File: src/rtl/dp_consts.svh
//################################################
// Dispatch stage constants
// Sizes shared by the dispatch RTL and the testbench
//################################################

`ifndef DP_CONSTS_SVH
`define DP_CONSTS_SVH

// Uops looked at per cycle
// Issue logic is written for exactly two
`define DP_NUM_UOP      2

// ROB entries presented to dispatch, oldest at index 0
`define DP_ROB_DEPTH    8
`define DP_ROB_IDX_W    3

// VRF read ports shared by both uops
`define DP_NUM_VRF_RD   4

// Vector register width and register index width
`define DP_VLEN         64
`define DP_VREG_IDX_W   5

`define DP_XLEN         32

`endif

File: src/rtl/dp_pkg.sv
//################################################
// Dispatch types
// Uop, ROB entry and RS/ROB payload formats
//################################################

`include "dp_consts.svh"

package dp_pkg;

    typedef logic [`DP_VREG_IDX_W-1:0] vreg_idx_t;
    typedef logic [`DP_VLEN-1:0]       vdata_t;
    typedef logic [`DP_XLEN-1:0]       xdata_t;
    typedef logic [`DP_ROB_IDX_W-1:0]  rob_idx_t;

    typedef enum logic {
        EXE_ALU = 1'b0,
        EXE_MUL = 1'b1
    } exe_unit_e;

    // VVV reads vs1, vs2, vd; VV reads vs1, vs2; VX reads vs2 only
    typedef enum logic [1:0] {
        VVV = 2'd0,
        VV  = 2'd1,
        VX  = 2'd2
    } uop_class_e;

    typedef struct packed {
        exe_unit_e  exe_unit;
        uop_class_e uop_class;
        logic [5:0] funct6;
        vreg_idx_t  vd_index;
        logic       vd_valid;
        vreg_idx_t  vs1_index;
        vreg_idx_t  vs2_index;
        xdata_t     rs1_data;
    } uop_t;

    typedef struct packed {
        logic      valid;
        // Result already written back
        logic      w_valid;
        vreg_idx_t w_index;
        vdata_t    w_data;
    } rob_entry_t;

    typedef struct packed {
        vdata_t vs1_data;
        vdata_t vs2_data;
        vdata_t vd_data;
    } operand_t;

    // Shared by the ALU and MUL stations
    typedef struct packed {
        rob_idx_t   rob_tag;
        logic [5:0] funct6;
        uop_class_e uop_class;
        vdata_t     vs1_data;
        vdata_t     vs2_data;
        vdata_t     vd_data;
        xdata_t     rs1_data;
    } rs_uop_t;

    typedef struct packed {
        vreg_idx_t w_index;
        logic      w_valid;
        exe_unit_e exe_unit;
    } dp2rob_t;

endpackage

File: src/rtl/dp_lane_if.sv
//################################################
// Dispatch lane bundle
// One uop with its VRF read data and resolved operands
//################################################

`timescale 1ns/1ps

interface dp_lane_if
    import dp_pkg::*;
();

    uop_t     uop;
    logic     uop_valid;

    // VRF read data, same cycle as the read index
    vdata_t   vs1_rd;
    vdata_t   vs2_rd;
    vdata_t   vd_rd;

    // After ROB forwarding
    operand_t opnd;
    logic     rob_hazard;

    modport alloc (
        input  uop,
        output vs1_rd, vs2_rd, vd_rd
    );

    modport lane (
        input  uop, uop_valid, vs1_rd, vs2_rd, vd_rd,
        output opnd, rob_hazard
    );

    modport ctrl (
        input  uop, uop_valid, rob_hazard
    );

endinterface

File: src/rtl/dp_vrf_port_alloc.sv
//################################################
// VRF read port allocator
// Packs both uops' reads onto the shared ports,
// flags the structure hazard and returns the data
//################################################

`timescale 1ns/1ps
`include "dp_consts.svh"

module dp_vrf_port_alloc
    import dp_pkg::*;
(
    input  logic                              clk,
    input  logic                              reset,
    dp_lane_if.alloc                          lane0,
    dp_lane_if.alloc                          lane1,
    output vreg_idx_t [`DP_NUM_VRF_RD-1:0]    vrf_rd_index,
    input  vdata_t    [`DP_NUM_VRF_RD-1:0]    vrf_rd_data,
    output logic                              strct_hazard
);

    logic [1:0]      cnt0;
    logic [1:0]      cnt1;
    logic [2:0]      cnt_total;
    // Element order is the port order: vs2, vs1, vd
    vreg_idx_t [2:0] src0;
    vreg_idx_t [2:0] src1;
    vdata_t    [2:0] rd0;
    vdata_t    [2:0] rd1;

    function automatic logic [1:0] read_count(uop_class_e cls);
        case (cls)
            VVV:     return 2'd3;
            VV:      return 2'd2;
            default: return 2'd1;
        endcase
    endfunction

    assign cnt0      = read_count(lane0.uop.uop_class);
    assign cnt1      = read_count(lane1.uop.uop_class);
    assign cnt_total = {1'b0, cnt0} + {1'b0, cnt1};

    assign strct_hazard = (cnt_total > 3'(`DP_NUM_VRF_RD));

    assign src0 = {lane0.uop.vd_index, lane0.uop.vs1_index, lane0.uop.vs2_index};
    assign src1 = {lane1.uop.vd_index, lane1.uop.vs1_index, lane1.uop.vs2_index};

    // uop0 from port 0, uop1 right behind it, idle ports read v0
    always_comb begin
        for (int p = 0; p < `DP_NUM_VRF_RD; p++) begin
            vrf_rd_index[p] = '0;
            if (p < int'(cnt0)) begin
                vrf_rd_index[p] = src0[p];
            end else if (!strct_hazard && (p - int'(cnt0)) < int'(cnt1)) begin
                vrf_rd_index[p] = src1[p - int'(cnt0)];
            end
        end
    end

    // Return data per source, zero for a source the class does not read
    always_comb begin
        logic [1:0] p1;
        for (int k = 0; k < 3; k++) begin
            p1     = cnt0 + 2'(k);
            rd0[k] = (k < int'(cnt0)) ? vrf_rd_data[k] : '0;
            rd1[k] = (!strct_hazard && k < int'(cnt1)) ? vrf_rd_data[p1] : '0;
        end
    end

    assign lane0.vs2_rd = rd0[0];
    assign lane0.vs1_rd = rd0[1];
    assign lane0.vd_rd  = rd0[2];
    assign lane1.vs2_rd = rd1[0];
    assign lane1.vs1_rd = rd1[1];
    assign lane1.vd_rd  = rd1[2];

    // Port count of uop0 is only defined for its three classes
    a_uop0_fits: assert property (@(posedge clk) disable iff (reset)
        lane0.uop.uop_class inside {VVV, VV, VX});

endmodule

File: src/rtl/dp_operand_lane.sv
//################################################
// Operand lane
// ROB RAW check and ROB-over-VRF forwarding
// for the sources of one uop
//################################################

`timescale 1ns/1ps
`include "dp_consts.svh"

module dp_operand_lane
    import dp_pkg::*;
(
    input  logic                            clk,
    input  logic                            reset,
    dp_lane_if.lane                         lane,
    input  rob_entry_t [`DP_ROB_DEPTH-1:0]  rob_entry
);

    // Source order: vs2, vs1, vd
    logic       [2:0] src_used;
    vreg_idx_t  [2:0] src_index;
    vdata_t     [2:0] vrf_data;
    rob_entry_t [2:0] src_match;
    vdata_t     [2:0] src_data;
    logic       [2:0] src_pending;

    // Youngest valid ROB entry that writes idx
    // Clear valid in the result means no match
    function automatic rob_entry_t youngest_match(
        vreg_idx_t                      idx,
        rob_entry_t [`DP_ROB_DEPTH-1:0] ent
    );
        rob_entry_t m;
        m = '0;
        for (int i = 0; i < `DP_ROB_DEPTH; i++) begin
            if (ent[i].valid && ent[i].w_index == idx) begin
                m = ent[i];
            end
        end
        return m;
    endfunction

    assign src_used[0] = 1'b1;
    assign src_used[1] = lane.uop.uop_class inside {VVV, VV};
    assign src_used[2] = (lane.uop.uop_class == VVV);

    assign src_index = {lane.uop.vd_index, lane.uop.vs1_index, lane.uop.vs2_index};
    assign vrf_data  = {lane.vd_rd, lane.vs1_rd, lane.vs2_rd};

    always_comb begin
        for (int s = 0; s < 3; s++) begin
            src_match[s]   = youngest_match(src_index[s], rob_entry);
            // Producer still in flight
            src_pending[s] = src_used[s] && src_match[s].valid && !src_match[s].w_valid;
            if (src_used[s] && src_match[s].valid && src_match[s].w_valid) begin
                src_data[s] = src_match[s].w_data;
            end else begin
                src_data[s] = vrf_data[s];
            end
        end
    end

    assign lane.opnd.vs2_data = src_data[0];
    assign lane.opnd.vs1_data = src_data[1];
    assign lane.opnd.vd_data  = src_data[2];
    assign lane.rob_hazard    = |src_pending;

    a_hazard_known: assert property (@(posedge clk) disable iff (reset)
        lane.uop_valid |-> !$isunknown(lane.rob_hazard));

endmodule

File: src/rtl/dp_issue_ctrl.sv
//################################################
// Dispatch issue control
// In-order issue of up to two uops to the RSs
// and the ROB
//################################################

`timescale 1ns/1ps
`include "dp_consts.svh"

module dp_issue_ctrl
    import dp_pkg::*;
(
    input  logic                    clk,
    input  logic                    reset,
    dp_lane_if.ctrl                 lane0,
    dp_lane_if.ctrl                 lane1,
    input  logic                    strct_hazard,
    input  logic [`DP_NUM_UOP-1:0]  alu_ready,
    input  logic [`DP_NUM_UOP-1:0]  mul_ready,
    input  logic [`DP_NUM_UOP-1:0]  rob_ready,
    output logic [`DP_NUM_UOP-1:0]  uop_ready,
    output logic [`DP_NUM_UOP-1:0]  alu_valid,
    output logic [`DP_NUM_UOP-1:0]  mul_valid,
    output logic [`DP_NUM_UOP-1:0]  rob_valid
);

    exe_unit_e              unit [`DP_NUM_UOP];
    logic [`DP_NUM_UOP-1:0] rs_ready;
    logic [`DP_NUM_UOP-1:0] issue;
    logic                   raw_vs2;
    logic                   raw_vs1;
    logic                   raw_vd;
    logic                   raw_uop;

    assign unit[0] = lane0.uop.exe_unit;
    assign unit[1] = lane1.uop.exe_unit;

    // Ready of the station each lane targets
    always_comb begin
        for (int i = 0; i < `DP_NUM_UOP; i++) begin
            rs_ready[i] = (unit[i] == EXE_MUL) ? mul_ready[i] : alu_ready[i];
        end
    end

    // uop1 reads what uop0 is about to write
    assign raw_vs2 = (lane1.uop.vs2_index == lane0.uop.vd_index);
    assign raw_vs1 = (lane1.uop.uop_class inside {VVV, VV})
                     && (lane1.uop.vs1_index == lane0.uop.vd_index);
    assign raw_vd  = (lane1.uop.uop_class == VVV)
                     && (lane1.uop.vd_index == lane0.uop.vd_index);
    assign raw_uop = lane0.uop.vd_valid && (raw_vs2 || raw_vs1 || raw_vd);

    assign issue[0] = lane0.uop_valid && !lane0.rob_hazard && rs_ready[0] && rob_ready[0];

    // uop1 only goes out behind uop0
    assign issue[1] = issue[0] && lane1.uop_valid && !lane1.rob_hazard && !strct_hazard
                      && !raw_uop && rs_ready[1] && rob_ready[1];

    always_comb begin
        for (int i = 0; i < `DP_NUM_UOP; i++) begin
            alu_valid[i] = issue[i] && (unit[i] == EXE_ALU);
            mul_valid[i] = issue[i] && (unit[i] == EXE_MUL);
        end
    end

    assign uop_ready = issue;
    assign rob_valid = issue;

    a_in_order: assert property (@(posedge clk) disable iff (reset)
        uop_ready[1] |-> uop_ready[0]);

    // One station per uop
    a_one_unit: assert property (@(posedge clk) disable iff (reset)
        (alu_valid & mul_valid) == '0);

endmodule

File: src/rtl/rvv_dispatch.sv
//################################################
// Two-wide vector dispatch stage
// ROB/uop RAW checks, VRF port sharing, operand
// forwarding and in-order issue to ALU/MUL RS and ROB
//################################################

`timescale 1ns/1ps
`include "dp_consts.svh"

module rvv_dispatch
    import dp_pkg::*;
(
    input  logic                                           clk,
    input  logic                                           reset,
    // Uop queue
    input  logic       [`DP_NUM_UOP-1:0]                   uop_valid,
    input  uop_t       [`DP_NUM_UOP-1:0]                   uop,
    output logic       [`DP_NUM_UOP-1:0]                   uop_ready,
    // ALU RS
    output logic       [`DP_NUM_UOP-1:0]                   alu_valid,
    output rs_uop_t    [`DP_NUM_UOP-1:0]                   alu_rs,
    input  logic       [`DP_NUM_UOP-1:0]                   alu_ready,
    // MUL RS
    output logic       [`DP_NUM_UOP-1:0]                   mul_valid,
    output rs_uop_t    [`DP_NUM_UOP-1:0]                   mul_rs,
    input  logic       [`DP_NUM_UOP-1:0]                   mul_ready,
    // ROB
    output logic       [`DP_NUM_UOP-1:0]                   rob_valid,
    output dp2rob_t    [`DP_NUM_UOP-1:0]                   rob_uop,
    input  logic       [`DP_NUM_UOP-1:0]                   rob_ready,
    input  logic       [`DP_ROB_IDX_W-1:0]                 rob_index,
    // VRF read, data comes back in the same cycle
    output logic [`DP_NUM_VRF_RD-1:0][`DP_VREG_IDX_W-1:0]  vrf_rd_index,
    input  logic [`DP_NUM_VRF_RD-1:0][`DP_VLEN-1:0]        vrf_rd_data,
    input  rob_entry_t [`DP_ROB_DEPTH-1:0]                 rob_entry
);

    logic                       strct_hazard;
    rs_uop_t [`DP_NUM_UOP-1:0]  rs_pkt;

    dp_lane_if lane_bus [`DP_NUM_UOP] ();

    dp_vrf_port_alloc i_vrf_port_alloc (
        .clk          (clk),
        .reset        (reset),
        .lane0        (lane_bus[0]),
        .lane1        (lane_bus[1]),
        .vrf_rd_index (vrf_rd_index),
        .vrf_rd_data  (vrf_rd_data),
        .strct_hazard (strct_hazard)
    );

    genvar i;
    generate
        for (i = 0; i < `DP_NUM_UOP; i++) begin : gen_lane
            assign lane_bus[i].uop       = uop[i];
            assign lane_bus[i].uop_valid = uop_valid[i];

            dp_operand_lane i_operand_lane (
                .clk       (clk),
                .reset     (reset),
                .lane      (lane_bus[i]),
                .rob_entry (rob_entry)
            );

            // ROB allocates consecutive entries for the two lanes
            assign rs_pkt[i].rob_tag   = rob_index + rob_idx_t'(i);
            assign rs_pkt[i].funct6    = uop[i].funct6;
            assign rs_pkt[i].uop_class = uop[i].uop_class;
            assign rs_pkt[i].vs1_data  = lane_bus[i].opnd.vs1_data;
            assign rs_pkt[i].vs2_data  = lane_bus[i].opnd.vs2_data;
            assign rs_pkt[i].vd_data   = lane_bus[i].opnd.vd_data;
            assign rs_pkt[i].rs1_data  = uop[i].rs1_data;

            assign alu_rs[i] = rs_pkt[i];
            assign mul_rs[i] = rs_pkt[i];

            assign rob_uop[i].w_index  = uop[i].vd_index;
            assign rob_uop[i].w_valid  = uop[i].vd_valid;
            assign rob_uop[i].exe_unit = uop[i].exe_unit;
        end
    endgenerate

    dp_issue_ctrl i_issue_ctrl (
        .clk          (clk),
        .reset        (reset),
        .lane0        (lane_bus[0]),
        .lane1        (lane_bus[1]),
        .strct_hazard (strct_hazard),
        .alu_ready    (alu_ready),
        .mul_ready    (mul_ready),
        .rob_ready    (rob_ready),
        .uop_ready    (uop_ready),
        .alu_valid    (alu_valid),
        .mul_valid    (mul_valid),
        .rob_valid    (rob_valid)
    );

endmodule

File: config.mk
export PLATFORM = sky130hd
export DESIGN_NAME = rvv_dispatch
export DESIGN_NICKNAME = d
export VERILOG_FILES = /design/src/rtl/dp_pkg.sv /design/src/rtl/dp_lane_if.sv /design/src/rtl/dp_vrf_port_alloc.sv /design/src/rtl/dp_operand_lane.sv /design/src/rtl/dp_issue_ctrl.sv /design/src/rtl/rvv_dispatch.sv
export VERILOG_INCLUDE_DIRS = /design/src /design/src/rtl
export SDC_FILE = /design/constraint.sdc
export NUM_CORES = 2
export LEC_CHECK = 0
export BUFFER_PORTS_ARGS = -buffer_cell sky130_fd_sc_hd__buf_2
export CORE_AREA = 5 5 756 758
export DETAILED_ROUTE_END_ITERATION = 7
export DIE_AREA = 0 0 761 763
export PLACE_DENSITY = 0.3
export RECOVER_POWER = 50
export REMOVE_ABC_BUFFERS = 1
export SYNTH_ARGS = -nofsm -noshare
export SYNTH_HDL_FRONTEND = slang
export SYNTH_SLANG_ARGS = --single-unit
File: constraint.sdc
create_clock -name vclk -period 9.4
set_input_delay 1.88 -clock vclk [all_inputs]
set_output_delay 1.88 -clock vclk [all_outputs]
set_load 0.005 [all_outputs]
==> results.cfg <==
[drt]
wire_per_inst_microns = 44.3
drt_pre_antenna_iters = 8
totalWireLength_mm = 672
drt-initial-drc-count = 12000
avgViaCountPerCell = 4.55
ant_nets = 0
num_vias = 69000
drc_errors = 0

[place]
dp.cells = 14600
dp_hpwl_mm = 543
gp_congestion = 0.926
port_buffers = 1701
place_worst_setup_slack_ns = 0.908

[clock_network]
post_cts.repair.setup_buffers = 0
hold_buffers = 0
cts.repair.resized = 0

[layout]
nets = 8072
mostFrequentLayoutCells = buf_2, nor2_1, a221oi_1, nand2_1, a21oi_1
drive_above_1_share = 0.269
final-seq-area_sq_um = 0
area_delta_synth_final_pct = 37.3
layout_commonest_cell = buf_2
seq_cells = 0
final_cell_count_no_fill = 15200
clock_buffer_count = 0

[timing]
finalCritPeriodShare = 0.971
clock.fmax_ghz = 0.110
setup_viol_count_final = 0
final_worst_setup_slack_ns = 0.276
final_max_slew_viol_count = 162
rsz0062_at_grt = no
hold_viol = 0
final.min_clock_period_ns = 9.12
timing.slew.headroom = -1.12
tightest_slew_ns = 3.17

[synthesis]
seq_area_frac_synth = 0
netlist-cell-type-count = 72
synthCells = 6497
syn-mean-instance-area_sq_um = 6.14
syn-cell-area_sq_mm = 0.0399
post-synth-top-area-fraction = 0.110
synth.largest_area_cell = buf_4
netlist_top_cells_area = buf_4, a221oi_1, nor2_1
warnings_from_yosys = 0

[floorplan]
standard_cell_row_count = 276
floorplan.die.width_microns = 761
die_h_microns = 763
design.portCount = 1933
die-area_sq_mm = 0.581
coreArea_sq_mm = 0.564
initial_utilization = 0.0708

[grt]
antenna_violations_before_repair = 616
grt_overflow_total = 0
first_global_vias = 59400
maximum_number_of_pins_on_one_net_before_global_route_repair = 104
track_usage = 0.217
global_route_wire_length_before_repair_mm = 810

[critical_path]
cp-end-kind = output port
timing.critical_path.fanout_max = 36
setup.worst_path.start_class = primary input
worst-endpoint-arrival_ns = 7.24
required_ns = 7.52
timing_worst_setup_path_type = primary input to output port

[power]
clock_power_share = 0
total_power_mw = 2.86
switching_share = 0.702
static_leak_nw = 18.1
power.sequential.fraction = 0
p_comb_frac = 1.000
maximum_vdd_drop_mv = 0.0435
internal-power_mw = 0.854
p_per_area_mw_per_mm2 = 52.2
power.net_switching_mw = 2.01

[min_path]
holdPathEnd = mul_rs[462]
hp-start = uop[106]
worst_hold_path.num_cells = 0
timing.hold.worst.class = primary input to output port

[run_status]
failed_checks = capacitance limit, slew limit
outcome = complete, but fails checks

[job]
cap_violations = 7
[cells in the mapped netlist, types with 99 or more instances]
master / instances
nand3_1: 207
clkbuf_1: 598
xnor2_1: 119
a21oi_1: 434
o221ai_1: 159
buf_1: 100
nand2_1: 475
o22ai_1: 117
xor2_1: 137
o311ai_0: 144
o211ai_1: 136
mux2i_1: 293
or3_1: 126
o32ai_1: 99
o21ai_1: 124
a22oi_1: 256
buf_4: 585
o21ai_0: 380
buf_2: 101
nor2_1: 813
a221oi_1: 501
[critical path, stage by stage]
cell and delay, ns:
buf_2 0.53, xor2_1 0.19, nor4_1 0.07, clkbuf_1 0.19, a311oi_4 0.95, clkbuf_2 1.50
a221oi_1 0.20, o21ai_0 0.27, a221oi_1 0.21, a21oi_1 0.38, clkbuf_1 0.51, buf_2 0.22
[kinds of logic (layout without fill, tap and decap cells)]
group                    Yosys count  after routing  synth area share
AND/OR/NAND/NOR                 1793           1793             0.193
XOR/XNOR                         256            256            0.0562
AO/OA/AOI/OAI                   2659           2659             0.473
other                              0            542                 0
buffers and inverters           1489           2108             0.202
multiplexers                     297            297            0.0746
adder cells (fa/ha/maj)            3              3           0.00113
[area by class of cell]
| cell class | instances | area (sq um) |
|---|---|---|
| Antenna cell | 542 | 1360 |
| Fill cell | 66800 | 509000 |
| Inverter | 83 | 312 |
| Multi-Input combinational cell | 5008 | 32500 |
| Tap cell | 7506 | 9390 |
| Timing Repair Buffer | 2025 | 11200 |
[metrics by stage]
step	utilization	TNS [ns]	hold slack, ns	cell area (sq um)
after floorplan	-	-1920.12	3.76	32200
after global placement	0.0954	0	3.76	53800
after detailed placement	0.0954	0	3.76	53800
after CTS	0.0954	0	3.76	53800
after global routing	0.0959	0	3.76	54100
final	0.0972	0	3.76	54800
[power groups by stage]
stage	Sequential, mW	Combinational (mW)	Clock, mW
finish	0	2.86	0.00000673
global route	0	2.97	0.00000374
CTS	0	2.84	0
detailed placement	0	2.83	0
global placement	0	2.84	0
floorplan	0	0.934	0
[layer usage]
layer / global-route usage / routed length, microns / vias to the layer above
met3: 0.116 / 96000 / 2120
met2: 0.320 / 276000 / 7147
li1: - / - / 26300
met4: 0.112 / 43700 / 252
met1: 0.252 / 253000 / 33200
met5: 0.0145 / 3080 / -
[worst max path at each step]
| stage | startpoint | end | slack [ns] | depth (start not counted) |
|---|---|---|---|---|
| floorplan | rob_entry[492] | rob_valid[1] | -4.19 | 7 |
| global placement | uop[98] | mul_rs[450] | 0.97 | 12 |
| detailed placement | uop[98] | alu_rs[450] | 0.91 | 12 |
| CTS | uop[98] | alu_rs[450] | 0.91 | 12 |
| global route | uop[54] | alu_rs[430] | 0.41 | 8 |
| finish | uop[91] | mul_rs[336] | 0.28 | 12 |
No activity file was read; power rests on OpenSTA's default activity.
